<file path="src/fix_pkg.sv">
// ######################################################################
// shared types and character constants of the FIX field parser.
// records carry at most FIELD_VALUE_BYTES value bytes; a smaller
// MAX_VALUE_BYTES in the design only truncates earlier.
// ######################################################################

package fix_pkg;

	localparam int FIELD_VALUE_BYTES = 16; // widest value a record holds.

	localparam logic [7:0]  FIX_SOH          = 8'h01;
	localparam logic [7:0]  FIX_EQ           = 8'h3d;   // '='.
	localparam logic [7:0]  TAG_BEGIN_STRING = 8'h38;   // "8".
	localparam logic [15:0] TAG_CHECKSUM     = 16'h3130; // "10".

	// what a lexer token carries.
	typedef enum logic [1:0] {
		TOK_TAG_BYTE = 2'd0,
		TOK_VAL_BYTE = 2'd1,
		TOK_TAG_END  = 2'd2, // '=' seen in tag mode.
		TOK_VAL_END  = 2'd3  // SOH seen, in either mode.
	} fix_tok_kind_e;

	typedef struct packed {
		fix_tok_kind_e kind;
		logic [7:0]    data; // zero on end tokens.
	} fix_token_t;

	// one parsed field, tag and value right-aligned ASCII.
	typedef struct packed {
		logic [31:0]                    tag;
		logic [FIELD_VALUE_BYTES*8-1:0] value;
		logic [7:0]                     value_len; // saturates at 255.
		logic                           start_of_message;
		logic                           end_of_message;
		logic                           overflow;
		logic                           malformed;
	} fix_field_t;

endpackage
</file>
<file path="src/fix_parser_top.sv">
// ######################################################################
// streaming FIX field parser, lexer, extractor and record FIFO.
// no checksum, body length or repeating group checks. back-pressure
// comes only from field_ready_i through the FIFO.
// ######################################################################

`timescale 1ns/1ns

module fix_parser_top import fix_pkg::*; #(
	parameter int MAX_VALUE_BYTES = FIELD_VALUE_BYTES, // 1..FIELD_VALUE_BYTES.
	parameter int FIFO_DEPTH      = 4                  // power of two, >= 2.
) (
	input  logic       clk,
	input  logic       rst,

	input  logic [7:0] in_data_i,
	input  logic       in_valid_i,
	output logic       in_ready_o,

	output fix_field_t field_o,
	output logic       field_valid_o,
	input  logic       field_ready_i
);

	fix_token_t tok;
	logic       tok_valid;
	logic       tok_ready;
	fix_field_t fld;
	logic       fld_valid;
	logic       fld_ready;

	fix_lexer u_lexer (
		.clk         (clk),
		.rst         (rst),
		.in_data_i   (in_data_i),
		.in_valid_i  (in_valid_i),
		.in_ready_o  (in_ready_o),
		.tok_o       (tok),
		.tok_valid_o (tok_valid),
		.tok_ready_i (tok_ready)
	);

	fix_field_extract #(.MAX_VALUE_BYTES(MAX_VALUE_BYTES)) u_extract (
		.clk         (clk),
		.rst         (rst),
		.tok_i       (tok),
		.tok_valid_i (tok_valid),
		.tok_ready_o (tok_ready),
		.fld_o       (fld),
		.fld_valid_o (fld_valid),
		.fld_ready_i (fld_ready)
	);

	fix_field_fifo #(.FIFO_DEPTH(FIFO_DEPTH)) u_fifo (
		.clk        (clk),
		.rst        (rst),
		.wr_data_i  (fld),
		.wr_valid_i (fld_valid),
		.wr_ready_o (fld_ready),
		.rd_data_o  (field_o),
		.rd_valid_o (field_valid_o),
		.rd_ready_i (field_ready_i)
	);

endmodule

</file>
<file path="src/fix_field_fifo.sv">
// ######################################################################
// synchronous FIFO of field records, combinational read port.
// FIFO_DEPTH must be a power of two and at least 2. a full FIFO
// still takes a write in the cycle it is read.
// ######################################################################

`timescale 1ns/1ns

module fix_field_fifo import fix_pkg::*; #(
	parameter int FIFO_DEPTH = 4
) (
	input  logic       clk,
	input  logic       rst,

	input  fix_field_t wr_data_i,
	input  logic       wr_valid_i,
	output logic       wr_ready_o,

	output fix_field_t rd_data_o,
	output logic       rd_valid_o,
	input  logic       rd_ready_i
);

	localparam int AW = $clog2(FIFO_DEPTH);

	fix_field_t  mem [FIFO_DEPTH];
	logic [AW:0] wr_ptr; // extra bit tells full from empty.
	logic [AW:0] rd_ptr;
	logic        empty;
	logic        full;
	logic        wr_fire;
	logic        rd_fire;

	assign empty = (wr_ptr == rd_ptr);
	assign full  = (wr_ptr[AW] != rd_ptr[AW]) && (wr_ptr[AW-1:0] == rd_ptr[AW-1:0]);

	assign wr_ready_o = !full || rd_ready_i;
	assign rd_valid_o = !empty;
	assign rd_data_o  = mem[rd_ptr[AW-1:0]];

	assign wr_fire = wr_valid_i && wr_ready_o;
	assign rd_fire = rd_valid_o && rd_ready_i;

	always_ff @(posedge clk) begin
		if (rst) begin
			wr_ptr <= '0;
			rd_ptr <= '0;
		end else begin
			if (wr_fire) begin
				wr_ptr <= wr_ptr + 1'b1;
			end
			if (rd_fire) begin
				rd_ptr <= rd_ptr + 1'b1;
			end
		end
	end

	// when full, the slot written is the one being read out now.
	always_ff @(posedge clk) begin
		if (wr_fire) begin
			mem[wr_ptr[AW-1:0]] <= wr_data_i;
		end
	end

endmodule

</file>
<file path="src/fix_field_extract.sv">
// ######################################################################
// field extractor, builds one record per FIX field from lexer tokens.
// MAX_VALUE_BYTES must lie in 1..FIELD_VALUE_BYTES. tags keep their
// first four bytes; values keep their first MAX_VALUE_BYTES bytes.
// the token input stalls while a finished record waits for ready.
// ######################################################################

`timescale 1ns/1ns

module fix_field_extract import fix_pkg::*; #(
	parameter int MAX_VALUE_BYTES = FIELD_VALUE_BYTES
) (
	input  logic       clk,
	input  logic       rst,

	input  fix_token_t tok_i,
	input  logic       tok_valid_i,
	output logic       tok_ready_o,

	output fix_field_t fld_o,
	output logic       fld_valid_o,
	input  logic       fld_ready_i
);

	localparam int         VAL_W   = MAX_VALUE_BYTES * 8;
	localparam logic [7:0] MAX_LEN = 8'(MAX_VALUE_BYTES);

	typedef enum logic [1:0] {
		ST_TAG   = 2'd0,
		ST_VALUE = 2'd1,
		ST_HOLD  = 2'd2
	} state_e;

	state_e           state;
	logic [31:0]      tag_q;
	logic [2:0]       tag_cnt; // stored tag bytes, 0..4.
	logic [VAL_W-1:0] val_q;
	logic [7:0]       val_len;
	logic             ovf;
	logic             tok_fire;
	logic             field_done;
	fix_field_t       rec;
	fix_field_t       fld_q;

	assign tok_ready_o = (state != ST_HOLD);
	assign tok_fire    = tok_valid_i && tok_ready_o;
	assign field_done  = tok_fire && (tok_i.kind == TOK_VAL_END);
	assign fld_valid_o = (state == ST_HOLD);
	assign fld_o       = fld_q;

	// the record as it stands when the closing SOH arrives.
	always_comb begin
		rec                  = '0;
		rec.tag              = tag_q;
		rec.value[VAL_W-1:0] = val_q;
		rec.value_len        = val_len;
		rec.start_of_message = (tag_q == {24'h000000, TAG_BEGIN_STRING});
		rec.end_of_message   = (tag_q == {16'h0000, TAG_CHECKSUM});
		rec.overflow         = ovf;
		rec.malformed        = (state == ST_TAG); // SOH came before any '='.
	end

	always_ff @(posedge clk) begin
		if (rst) begin
			state   <= ST_TAG;
			tag_q   <= '0;
			tag_cnt <= '0;
			val_q   <= '0;
			val_len <= '0;
			ovf     <= 1'b0;
		end else if (field_done) begin
			// clear the accumulators, the record is captured below.
			state   <= ST_HOLD;
			tag_q   <= '0;
			tag_cnt <= '0;
			val_q   <= '0;
			val_len <= '0;
			ovf     <= 1'b0;
		end else begin
			case (state)
				ST_TAG: begin
					if (tok_fire && tok_i.kind == TOK_TAG_BYTE) begin
						if (tag_cnt < 3'd4) begin
							tag_q   <= {tag_q[23:0], tok_i.data};
							tag_cnt <= tag_cnt + 3'd1;
						end else begin
							ovf <= 1'b1; // fifth tag byte is dropped.
						end
					end else if (tok_fire && tok_i.kind == TOK_TAG_END) begin
						state <= ST_VALUE;
					end
				end
				ST_VALUE: begin
					if (tok_fire && tok_i.kind == TOK_VAL_BYTE) begin
						if (val_len < MAX_LEN) begin
							val_q <= (val_q << 8) | VAL_W'(tok_i.data);
						end else begin
							ovf <= 1'b1; // counted, not stored.
						end
						if (val_len != 8'hff) begin
							val_len <= val_len + 8'd1;
						end
					end
				end
				ST_HOLD: begin
					if (fld_ready_i) begin
						state <= ST_TAG;
					end
				end
				default: state <= ST_TAG;
			endcase
		end
	end

	always_ff @(posedge clk) begin
		if (field_done) begin
			fld_q <= rec;
		end
	end

endmodule

</file>
<file path="src/fix_lexer.sv">
// ######################################################################
// byte lexer, splits a FIX stream into tag and value tokens.
// one token register; an SOH in tag mode is sent on as a value end
// so that the extractor can flag the field as malformed.
// ######################################################################

`timescale 1ns/1ns

module fix_lexer import fix_pkg::*; (
	input  logic       clk,
	input  logic       rst,

	input  logic [7:0] in_data_i,
	input  logic       in_valid_i,
	output logic       in_ready_o,

	output fix_token_t tok_o,
	output logic       tok_valid_o,
	input  logic       tok_ready_i
);

	logic       in_value;    // 0 while reading a tag, 1 while reading a value.
	logic       in_fire;
	logic       tok_valid_q;
	fix_token_t tok_q;
	fix_token_t tok_next;

	// free slot, or the held token leaves this cycle.
	assign in_ready_o  = !tok_valid_q || tok_ready_i;
	assign in_fire     = in_valid_i && in_ready_o;
	assign tok_o       = tok_q;
	assign tok_valid_o = tok_valid_q;

	// classify the incoming byte against the current mode.
	always_comb begin
		tok_next.data = in_data_i;
		if (in_data_i == FIX_SOH) begin
			tok_next.kind = TOK_VAL_END;
			tok_next.data = 8'h00;
		end else if (!in_value && in_data_i == FIX_EQ) begin
			tok_next.kind = TOK_TAG_END;
			tok_next.data = 8'h00;
		end else if (in_value) begin
			tok_next.kind = TOK_VAL_BYTE; // '=' inside a value is plain data.
		end else begin
			tok_next.kind = TOK_TAG_BYTE;
		end
	end

	always_ff @(posedge clk) begin
		if (rst) begin
			in_value    <= 1'b0;
			tok_valid_q <= 1'b0;
		end else begin
			if (in_fire) begin
				tok_valid_q <= 1'b1;
			end else if (tok_ready_i) begin
				tok_valid_q <= 1'b0;
			end

			if (in_fire) begin
				if (tok_next.kind == TOK_TAG_END) begin
					in_value <= 1'b1;
				end else if (tok_next.kind == TOK_VAL_END) begin
					in_value <= 1'b0; // a stray SOH in a tag keeps tag mode.
				end
			end
		end
	end

	always_ff @(posedge clk) begin
		if (in_fire) begin
			tok_q <= tok_next;
		end
	end

endmodule

</file>
<file path="config.mk">
export PLATFORM = sky130hd
export DESIGN_NAME = fix_parser_top
export DESIGN_NICKNAME = d
export VERILOG_FILES = /design/src/fix_pkg.sv /design/src/fix_parser_top.sv /design/src/fix_field_fifo.sv /design/src/fix_field_extract.sv /design/src/fix_lexer.sv
export SDC_FILE = /design/constraint.sdc
export NUM_CORES = 1
export LEC_CHECK = 0
export ABC_AREA = 1
export BUFFER_PORTS_ARGS = -buffer_cell sky130_fd_sc_hd__buf_2
export CAP_MARGIN = 20
export CORE_ASPECT_RATIO = 0.9
export CORE_MARGIN = 5
export CORE_UTILIZATION = 30
export DETAILED_ROUTE_END_ITERATION = 8
export MAX_ROUTING_LAYER = met4
export PLACE_DENSITY = 0.44
export SETUP_SLACK_MARGIN = 0.3
export SKIP_CTS_REPAIR_TIMING = 1
export SLEW_MARGIN = 20
export SYNTH_ARGS = -nofsm -noshare
export SYNTH_HDL_FRONTEND = slang
export SYNTH_SLANG_ARGS = --single-unit
</file>
<file path="constraint.sdc">
create_clock -name clk -period 10.5 [get_ports clk]
set_input_delay 1.575 -clock clk [delete_from_list [all_inputs] [get_ports clk]]
set_output_delay 1.575 -clock clk [all_outputs]
set_load 0.02 [all_outputs]
</file>
==> impl_metrics.env, run 1 <==
export IMPL_status="completed"
export IMPL_layoutNonFillerInstCount=4735
export IMPL_routedWlPerCell_um=20.4
export IMPL_tightestPinTransition_ns=1.11
export IMPL_fmax_mhz=172
export IMPL_grt_busiest_layer="met2"
export IMPL_clkSinkCount=1054
export IMPL_cts_path_max_buffers=3
export IMPL_crit_path_top_delay_cell="dfxtp_4"
export IMPL_hold_depth=0
export IMPL_cts_clk_slew_worst_paths_ns=0.06
export IMPL_p_sw_mw=2.16
export IMPL_grt_max_degree=165
export IMPL_grt_util_met3=0.0245
export IMPL_dr_first_iter_drc_count=1622
export IMPL_cts_made_buffers=112
export IMPL_ff_latch_area_sq_um=29800
export IMPL_cts_root_buf="clkbuf_16"
export IMPL_grt_pass1_wl_um=145000
export IMPL_worstPathCellList="buf_4, buf_4, o21ai_0, o22ai_1, buf_2"
export IMPL_swShare=0.234
export IMPL_drive_above_1_share=0.142
export IMPL_synth_cell_types=31
export IMPL_placementRows=123
export IMPL_die_w_um=385
export IMPL_r2r_cells=6
export IMPL_vdd_drop_max_uv=128
export IMPL_area_growth_pct=16.7
export IMPL_hp_start="u_extract.val_q[127]$_SDFFE_PP0P_"
export IMPL_place_inst=4525
export IMPL_drtPass1Iterations=5
export IMPL_drt_wl_total_um=96800
export IMPL_fillCellCount=12100
export IMPL_antenna_found_initial=3
export IMPL_rr_endpoint="u_fifo.mem[2][84]$_DFFE_PP_"
export IMPL_worstSetupPathType="reg -> out"
export IMPL_pwr_share_clk=0.440
export IMPL_min_period_ns=5.80
export IMPL_p_leak_nw=15.0
export IMPL_skew_ns=0.0267
export IMPL_crit_top_cell="buf_4"
export IMPL_drc=0
export IMPL_fp_coreArea_sq_um=125000
export IMPL_cpPeakStageDelay_ns=1.00
export IMPL_fin_tns_setup_ns=0
export IMPL_finalPower_mw=9.25
export IMPL_arrival_ns=4.23
export IMPL_drtAntennaViolNets=0
export IMPL_hold_path_endpoint="u_extract.fld_o[139]$_DFFE_PP_"
export IMPL_layout_commonest_cell="edfxtp_1"
export IMPL_track_usage=0.147
export IMPL_grt_util_met2=0.232
export IMPL_start_util=0.302
export IMPL_worstPathRequired_ns=8.93
export IMPL_cp_max_fo=91
export IMPL_p_comb_frac=0.073
export IMPL_layout_common_cells="870 x edfxtp_1, 626 x nor2_1, 414 x o21ai_0"
export IMPL_synth_ff_latch_count=1054
export IMPL_grt_overflow=0
export IMPL_chipHeight_um=347
export IMPL_grt_pass1_vias=22400
export IMPL_drv_cap=0
export IMPL_setup_viol=0
export IMPL_cts_tree="done"
export IMPL_slew_headroom=0.257
export IMPL_gp_congestion=0.729
export IMPL_p_per_area_nw_per_um2=209
export IMPL_syn_avg_cell_area_sq_um=13.6
export IMPL_multi_input_area_sq_um=7100
export IMPL_synthCells=2794
export IMPL_hold_violations=0
export IMPL_timing_rr_start="u_extract.state[1]$_SDFFE_PP0P_"
export IMPL_io_pin_count=186
export IMPL_rsz0062_at_grt="no"
export IMPL_use_met1=0.197
export IMPL_drt_vias_per_instance=4.73
export IMPL_insertion_delay_ns=0.72
export IMPL_fin_nets=2971
export IMPL_cp_start_kind="flip-flop"
export IMPL_fin_util=0.353
export IMPL_ys_warn_count=0
export IMPL_seqPwrFrac=0.487
export IMPL_port_buffers=185
export IMPL_timing_final_crit_share=0.552
export IMPL_cp_end_kind="output port"
export IMPL_synth_seq_area_share=0.787
export IMPL_vias=22400
export IMPL_h_tree_depth=3
export IMPL_p_int_mw=7.09
export IMPL_synth_nets=2813
export IMPL_dieArea_sq_um=133000
export IMPL_synth_area_sq_um=37900
export IMPL_hold_class="reg -> reg"
export IMPL_hpwl_um=52800
export IMPL_slew_viol_final=0
export IMPL_rrSetupSlack_ns=6.55
-- cells in the mapped netlist --
cell type | instances | area share
a21oi_1 | 51 | 0.0067
and3_1 | 1 | 0.00017
buf_1 | 1 | 0.000099
buf_2 | 46 | 0.0061
buf_4 | 6 | 0.0012
buf_6 | 15 | 0.0045
clkbuf_1 | 100 | 0.0099
clkinv_1 | 1 | 0.000099
dfxtp_1 | 184 | 0.097
edfxtp_1 | 870 | 0.69
ha_1 | 7 | 0.0023
inv_1 | 37 | 0.0037
inv_2 | 8 | 0.00079
nand2_1 | 134 | 0.013
nand2_2 | 1 | 0.00017
nand2_4 | 1 | 0.00030
nand3_1 | 17 | 0.0022
nand3_2 | 2 | 0.00053
nand3b_1 | 1 | 0.00020
nand4_1 | 7 | 0.0012
nor2_1 | 630 | 0.062
nor2_2 | 12 | 0.0020
nor2_4 | 1 | 0.00030
nor3_1 | 6 | 0.00079
o21ai_0 | 414 | 0.055
o21ai_1 | 50 | 0.0066
o21ai_2 | 10 | 0.0023
o22ai_1 | 172 | 0.028
or2_2 | 3 | 0.00050
xnor2_1 | 2 | 0.00046
xor2_1 | 4 | 0.00093
-- layout make-up --
| class | count | share of cell area |
|---|---|---|
| Clock inverter | 66 | 0.0172 |
| Sequential cell | 1054 | 0.675 |
| Antenna cell | 1 | 0.0000566 |
| Clock buffer | 143 | 0.0695 |
| Tap cell | 1687 | 0.0478 |
| Multi-Input combinational cell | 1526 | 0.161 |
| Timing Repair Buffer | 212 | 0.0255 |
| Inverter | 46 | 0.00442 |
-- kinds of logic after synthesis --
| logic type | Yosys count | synth area share |
|---|---|---|
| AOI/OAI and AO/OA | 697 | 0.0988 |
| adders and majority gates | 7 | 0.00231 |
| DFF | 1054 | 0.787 |
| xor gates and xnor gates | 6 | 0.00139 |
| buffers and inverters | 214 | 0.0263 |
| and+or+nand+nor | 816 | 0.0841 |
-- sequential cells by signal (all words and copies together) (netlist names), named ones only --
name / cells
u_extract.ovf: 1
u_extract.tag_q: 32
u_extract.fld_o: 172
u_extract.tag_cnt: 3
u_fifo.mem: 688
u_fifo.wr_ptr: 3
u_extract.val_len: 8
u_lexer.tok_o: 10
u_lexer.in_value: 1
u_extract.val_q: 128
u_lexer.tok_valid_o: 1
u_extract.state: 2
u_fifo.rd_ptr: 3
-- power groups by stage --
| stage | Sequential [mW] | Combinational, mW | Clock, mW |
|---|---|---|---|
| after floorplan | 4.58 | 0.443 | 0 |
| after global placement | 4.60 | 0.692 | 0 |
| after detailed placement | 4.60 | 0.697 | 0 |
| after CTS | 4.51 | 0.699 | 4.19 |
| after global routing | 4.51 | 0.738 | 4.37 |
| final | 4.51 | 0.674 | 4.07 |
-- per-layer routing --
layer | routed length [um] | share of wire
met1 | 45000 | 0.46
met3 | 3600 | 0.037
met2 | 46200 | 0.48
met5 | 0 | 0
met4 | 2060 | 0.021
-- how the worst max path moves through the flow --
stage               slack (ns)     startpoint                         end  depth (start not counted)
floorplan                 0.78  field_ready_i  u_fifo.mem[0][0]$_DFFE_PP_                          4
global placement          5.35      flip-flop                 field_o[29]                          5
detailed placement        5.29      flip-flop                 field_o[22]                          5
CTS                       4.48      flip-flop                 field_o[22]                          5
global route              4.32      flip-flop                 field_o[22]                          5
finish                    4.70      flip-flop                 field_o[22]                          5
-- critical path: cells and delay by family, from the launching register on --
kind | cells | cell delay (ns)
flops | 1 | 1.00
buf+inv | 3 | 1.78
compound gates | 2 | 0.57
-- through the flow --
stage	hold slack, ns	worst slack, ns	area, sq um
after floorplan	0.408	0.775	37900
after global placement	0.419	5.35	40400
after detailed placement	0.421	5.29	40400
after CTS	0.432	4.48	44200
after global routing	0.447	4.32	44200
final	0.433	4.70	44200
(Power assumes the default switching activity.)
==> run 2, diff against run 1 <==
ABC_AREA = 0   (was 1)
PLACE_DENSITY = 0.45   (was 0.44)
clock period = 4.77 ns   (was 10.5 ns; I/O delays follow)
==> run 2 against run 1 <==
Effect of this change: non-clock buffer count grew 10; cell count shrank 18%; register-to-register slack lost 4.6 ns; combinational power fell by 69%; via count shrank 20%; clock-buffer cell count is 28 higher; design area shrank 0.90%.
==> impl_metrics.env, run 2 <==
export IMPL_dieArea_sq_um=131000
export IMPL_fin_tns_setup_ns=0
export IMPL_clkSinkCount=1054
export IMPL_synth_top_cell_area_share=0.703
export IMPL_fillCellCount=11400
export IMPL_drive_above_1_share=0.253
export IMPL_place_inst=3678
export IMPL_synth_edf_count=870
export IMPL_ff_latch_area_sq_um=29800
export IMPL_drc=0
export IMPL_layout_common_cells="870 x edfxtp_1, 333 x nand2_1, 185 x buf_2"
export IMPL_synth_nets=1960
export IMPL_synth_ff_type="edfxtp_1"
export IMPL_cts_path_max_buffers=3
export IMPL_cts_made_buffers=110
export IMPL_vias=17900
export IMPL_gp_congestion=0.719
export IMPL_slew_headroom=0.298
export IMPL_synth_cell_types=50
export IMPL_hold_class="in -> reg"
export IMPL_fp_coreArea_sq_um=123000
export IMPL_rsz0062_at_grt="no"
export IMPL_r2r_cells=5
export IMPL_synth_most_common_cell="edfxtp_1"
export IMPL_crit_path_end="field_o[141]"
export IMPL_ys_warn_count=0
export IMPL_routedWlPerCell_um=21.9
export IMPL_multi_input_area_sq_um=6810
export IMPL_start_util=0.302
export IMPL_drv_cap=0
export IMPL_drt_vias_per_instance=4.61
export IMPL_drtAntennaViolNets=0
export IMPL_arrival_ns=2.74
export IMPL_cts_tree="done"
export IMPL_synth_area_leaders="edfxtp_1 70%, mux4_2 10%, dfxtp_1 9.9%"
export IMPL_vdd_drop_max_uv=251
export IMPL_placementRows=122
export IMPL_chipHeight_um=344
export IMPL_p_leak_nw=13.7
export IMPL_rrSetupSlack_ns=1.91
export IMPL_cts_clk_slew_worst_paths_ns=0.06
export IMPL_cp_start_kind="flip-flop"
export IMPL_syn_avg_cell_area_sq_um=19.1
export IMPL_drtPass1Iterations=5
export IMPL_hpwl_um=49600
export IMPL_drt_wl_total_um=85200
export IMPL_dr_first_iter_drc_count=1191
export IMPL_die_w_um=381
export IMPL_h_tree_depth=3
export IMPL_placedInstanceArea_sq_um=40100
export IMPL_cp_end_kind="output port"
export IMPL_fin_util=0.356
export IMPL_timing_final_crit_share=0.725
export IMPL_grt_overflow=0
export IMPL_setup_viol=0
export IMPL_fmax_mhz=289
export IMPL_fin_area_sq_um=43800
export IMPL_p_per_area_nw_per_um2=427
export IMPL_synth_area_sq_um=37100
export IMPL_skew_ns=0.0226
export IMPL_grt_pass1_vias=18900
export IMPL_synth_area_leader_cell="edfxtp_1"
export IMPL_worstPathRequired_ns=4.05
export IMPL_synthCells=1941
export IMPL_largest_reg_flops=688
export IMPL_fin_nets=2197
export IMPL_antenna_found_initial=1
export IMPL_cp_max_fo=51
export IMPL_layout_commonest_cell="edfxtp_1"
export IMPL_slew_viol_final=0
export IMPL_status="completed"
export IMPL_cts_root_buf="clkbuf_16"
export IMPL_grt_max_degree=118
export IMPL_synth_seq_area_share=0.803
export IMPL_port_buffers=185
export IMPL_layoutNonFillerInstCount=3885
export IMPL_min_period_ns=3.46
export IMPL_area_growth_pct=17.9
export IMPL_track_usage=0.133
export IMPL_synth_common_cells="870 x edfxtp_1, 333 x nand2_1, 184 x dfxtp_1"
export IMPL_finalPower_mw=18.7
export IMPL_hold_violations=0
export IMPL_timing_rr_start="u_fifo.wr_ptr[1]$_SDFFE_PP0P_"
export IMPL_io_pin_count=186
export IMPL_async_flop_share=0
export IMPL_worstSetupPathType="reg -> out"
export IMPL_grt_pass1_wl_um=127000
export IMPL_tightestPinTransition_ns=1.05
export IMPL_synth_ff_latch_count=1054
export IMPL_insertion_delay_ns=0.70
export IMPL_rr_endpoint="u_fifo.mem[0][78]$_DFFE_PP_"
## run 2: changes by cell type after synthesis, sizes merged, moves of 5 or more
| cell | before | now |
|---|---|---|
| mux4 | 0 | 172 |
| nand3 | 19 | 5 |
| o22ai | 172 | 0 |
| clkbuf | 100 | 35 |
| nor2 | 643 | 15 |
| a21oi | 51 | 170 |
| buf | 68 | 62 |
| inv | 45 | 6 |
| o21ai | 474 | 3 |
| nand2 | 136 | 333 |
| nor4 | 0 | 13 |
| and2 | 0 | 10 |
| nor3 | 6 | 1 |
## run 2: cell families after synthesis
| family | Yosys count | share of synthesized area |
|---|---|---|
| buffers and inverters | 103 | 0.0149 |
| muxes | 176 | 0.105 |
| AOI/OAI and AO/OA | 189 | 0.0272 |
| DFF | 1054 | 0.803 |
| adders and majority gates | 7 | 0.00236 |
| and+or+nand+nor | 404 | 0.0458 |
| xor gates and xnor gates | 8 | 0.00189 |
## run 2: worst min path at each step
stage	start	endpoint	slack, ns	depth (start not counted)
after floorplan	u_extract.val_q[120]$_SDFFE_PP0P_	u_extract.fld_o[132]$_DFFE_PP_	0.41	0
after global placement	u_extract.val_q[121]$_SDFFE_PP0P_	u_extract.fld_o[133]$_DFFE_PP_	0.42	0
after detailed placement	u_extract.val_q[126]$_SDFFE_PP0P_	u_extract.fld_o[138]$_DFFE_PP_	0.42	0
after CTS	in_data_i[7]	u_lexer.tok_o[7]$_SDFFCE_PP0P_	0.15	1
after global routing	in_data_i[7]	u_lexer.tok_o[7]$_SDFFCE_PP0P_	0.16	1
final	in_data_i[7]	u_lexer.tok_o[7]$_SDFFCE_PP0P_	0.22	1
## run 2: routing by layer
layer | routed length (um) | global-route usage | vias to the layer above
met5 | 0 | - | -
met4 | 1790 | 0.0335 | 0
met3 | 3660 | 0.0290 | 121
met2 | 40900 | 0.210 | 316
met1 | 38900 | 0.177 | 9443
li1 | - | - | 8041
## run 2: stage by stage
step                      setup slack (ns)  hold WS [ns]
after detailed placement              1.90         0.417
after global routing                  1.05         0.159
after CTS                             1.13         0.147
final                                 1.31         0.224
after global placement                1.75         0.418
after floorplan                      0.873         0.408
## run 2: final cells by class
| cell class | count | share of cell area |
|---|---|---|
| multi-input cells | 784 | 0.155 |
| inverters | 6 | 0.000514 |
| flip-flops and latches | 1054 | 0.681 |
| repair buffers | 222 | 0.0330 |
| clock inverters | 35 | 0.00894 |
| diodes | 1 | 0.0000571 |
| well taps | 1612 | 0.0461 |
| clock buffers | 171 | 0.0750 |
## run 2: critical path: stages (launching register included)
cell     delay (ns)
dfxtp_4        0.72
buf_12         0.43
mux4_2         0.61
buf_2          0.18
## run 2: power breakdown
group | leakage (nW) | internal [mW] | total [mW] | switching, mW
registers | 9.37 | 9.86 | 9.89 | 0.0268
logic | 2.49 | 0.0705 | 0.209 | 0.138
clock network | 1.80 | 5.15 | 8.62 | 3.47
==> run 3, diff against run 2 <==
ABC_AREA = 1   (was 0)
PLACE_DENSITY = 0.44   (was 0.45)
clock period = 3.45 ns   (was 4.77 ns; I/O delays follow)
==> run 3 against run 2 <==
Effect of this change: cell count is 23% higher; power is 50% higher; critical path depth is 3 higher; clock power is 42% higher; non-clock buffer count is 29 higher; via count is 26% higher; utilization is 0.34 points higher; worst setup slack worse by 0.89 ns; register-to-register slack worse by 0.95 ns; clock-buffer cell count is 23 lower; sequential power is 39% higher.
==> impl_metrics.env, run 3 (synthesis results as in run 1) <==
export IMPL_fillCellCount=12000
export IMPL_rrSetupSlack_ns=0.96
export IMPL_hpwl_um=56900
export IMPL_p_per_area_nw_per_um2=626
export IMPL_start_util=0.302
export IMPL_cpPeakStageDelay_ns=0.47
export IMPL_cp_end_kind="output port"
export IMPL_die_w_um=385
export IMPL_vias=22600
export IMPL_chipHeight_um=347
export IMPL_min_period_ns=3.02
export IMPL_placementRows=123
export IMPL_antenna_found_initial=12
export IMPL_dieArea_sq_um=133000
export IMPL_status="completed"
export IMPL_largest_reg_flops=688
export IMPL_drtAntennaViolNets=0
export IMPL_worstPathCellList="inv_4, buf_4, buf_12, o21ai_0, o22ai_1, buf_2"
export IMPL_slew_headroom=0.459
export IMPL_critPathTopFamily="buffers and inverters"
export IMPL_clkSinkCount=1054
export IMPL_rsz0062_at_grt="no"
export IMPL_fin_area_sq_um=45000
export IMPL_hold_depth=1
export IMPL_fin_nets=3009
export IMPL_placedInstanceArea_sq_um=41000
export IMPL_gp_congestion=0.739
export IMPL_arrival_ns=2.51
export IMPL_cts_made_buffers=111
export IMPL_io_pin_count=186
export IMPL_layoutNonFillerInstCount=4777
export IMPL_cp_start_kind="flip-flop"
export IMPL_timing_final_crit_share=0.876
export IMPL_area_growth_pct=18.9
export IMPL_grt_max_degree=129
export IMPL_place_inst=4555
export IMPL_layout_commonest_cell="edfxtp_1"
export IMPL_cts_tree="done"
export IMPL_port_buffers=185
export IMPL_worst_slack_ns=0.427
export IMPL_worstPathRequired_ns=2.93
export IMPL_hold_class="in -> reg"
export IMPL_drtPass1Iterations=5
export IMPL_pre_cts_slack_ns=0.716
export IMPL_drc=0
export IMPL_drt_wl_total_um=101000
export IMPL_grt_pass1_vias=22200
export IMPL_cts_root_buf="clkbuf_16"
export IMPL_crit_path_top_delay_cell="dfxtp_4"
export IMPL_worstSetupPathType="reg -> out"
export IMPL_cp_depth=6
export IMPL_slew_viol_final=0
export IMPL_drv_cap=0
export IMPL_vdd_drop_max_uv=393
export IMPL_fp_coreArea_sq_um=125000
export IMPL_grt_pass1_wl_um=148000
export IMPL_r2r_cells=10
export IMPL_skew_ns=0.0465
export IMPL_setup_viol=0
export IMPL_ff_latch_area_sq_um=29800
export IMPL_insertion_delay_ns=0.70
export IMPL_fmax_mhz=331
export IMPL_cp_max_fo=57
export IMPL_multi_input_area_sq_um=7170
export IMPL_grt_overflow=0
export IMPL_drt_vias_per_instance=4.72
export IMPL_cts_path_max_buffers=3
export IMPL_p_leak_nw=15.4
export IMPL_layout_common_cells="870 x edfxtp_1, 623 x nor2_1, 414 x o21ai_0"
export IMPL_crit_buf_inv=4
export IMPL_h_tree_depth=3
export IMPL_hold_violations=0
export IMPL_cts_clk_slew_worst_paths_ns=0.06
export IMPL_dr_first_iter_drc_count=1738
export IMPL_routedWlPerCell_um=21.1
export IMPL_drive_above_1_share=0.157
export IMPL_fin_tns_setup_ns=0
export IMPL_tightestPinTransition_ns=0.810
export IMPL_track_usage=0.150
==> run 3: cell types whose count changed in the layout (fill, tap and decap cells not counted), moves of 12 or more <==
cell / before / now
nor2_1: 14 / 623
o21ai_0: 3 / 414
nand2_1: 333 / 132
mux4_2: 172 / 0
o22ai_1: 0 / 166
a21oi_1: 170 / 51
o21ai_1: 0 / 50
inv_1: 6 / 33
nor2_2: 0 / 14
buf_12: 19 / 32
clkbuf_8: 24 / 11
nand3_1: 5 / 17
==> run 3: area by class of cell <==
class,instances,area share
diodes,3,0.000167
clock buffers,148,0.0687
clock inverters,62,0.0155
inverters,46,0.00467
multi-input cells,1526,0.159
flip-flops and latches,1054,0.662
well taps,1687,0.0469
repair buffers,251,0.0424
==> run 3: worst reg2reg max path, stage by stage, from the launching register on <==
cell     delay [ns]
dfxtp_1        0.37
inv_2          0.11
nand2_1        0.06
nand2_2        0.11
inv_2          0.07
nand3_4        0.09
nand2_4        0.30
inv_4          0.44
buf_4          0.41
o21ai_0        0.31
nor2_1         0.15
==> run 3: path summary, 6_finish.rpt <==
path,from,end
min,in_data_i[6],u_lexer.tok_o[6]$_SDFFCE_PP0P_
max reg2reg,u_extract.state[0]$_SDFFE_PP0P_,u_extract.val_q[89]$_SDFFE_PP0P_
max,flip-flop,field_o[41]
min reg2reg,u_extract.val_q[123]$_SDFFE_PP0P_,u_extract.fld_o[135]$_DFFE_PP_
==> run 3: stage by stage <==
step                utilization  hold slack (ns)  power (mW)
global placement          0.327            0.419        16.2
floorplan                     -            0.408        15.3
finish                    0.359           0.0754        28.2
CTS                       0.358           0.0107        28.5
global route              0.359           0.0170        29.2
detailed placement        0.327            0.419        16.2
==> run 3: per-layer routing <==
metal  up-vias  share of wire  GRT usage
li1      10500              -          -
met4         0          0.023     0.0380
met5         -              0          -
met2       512           0.47      0.234
met3       155          0.044     0.0226
met1     11400           0.47      0.207
==> run 3: power breakdown <==
group / switching (mW) / internal, mW / total, mW
sequential: 0.0546 / 13.6 / 13.7
clock: 4.96 / 7.27 / 12.2
combinational: 1.60 / 0.644 / 2.24
total: 6.61 / 21.5 / 28.2
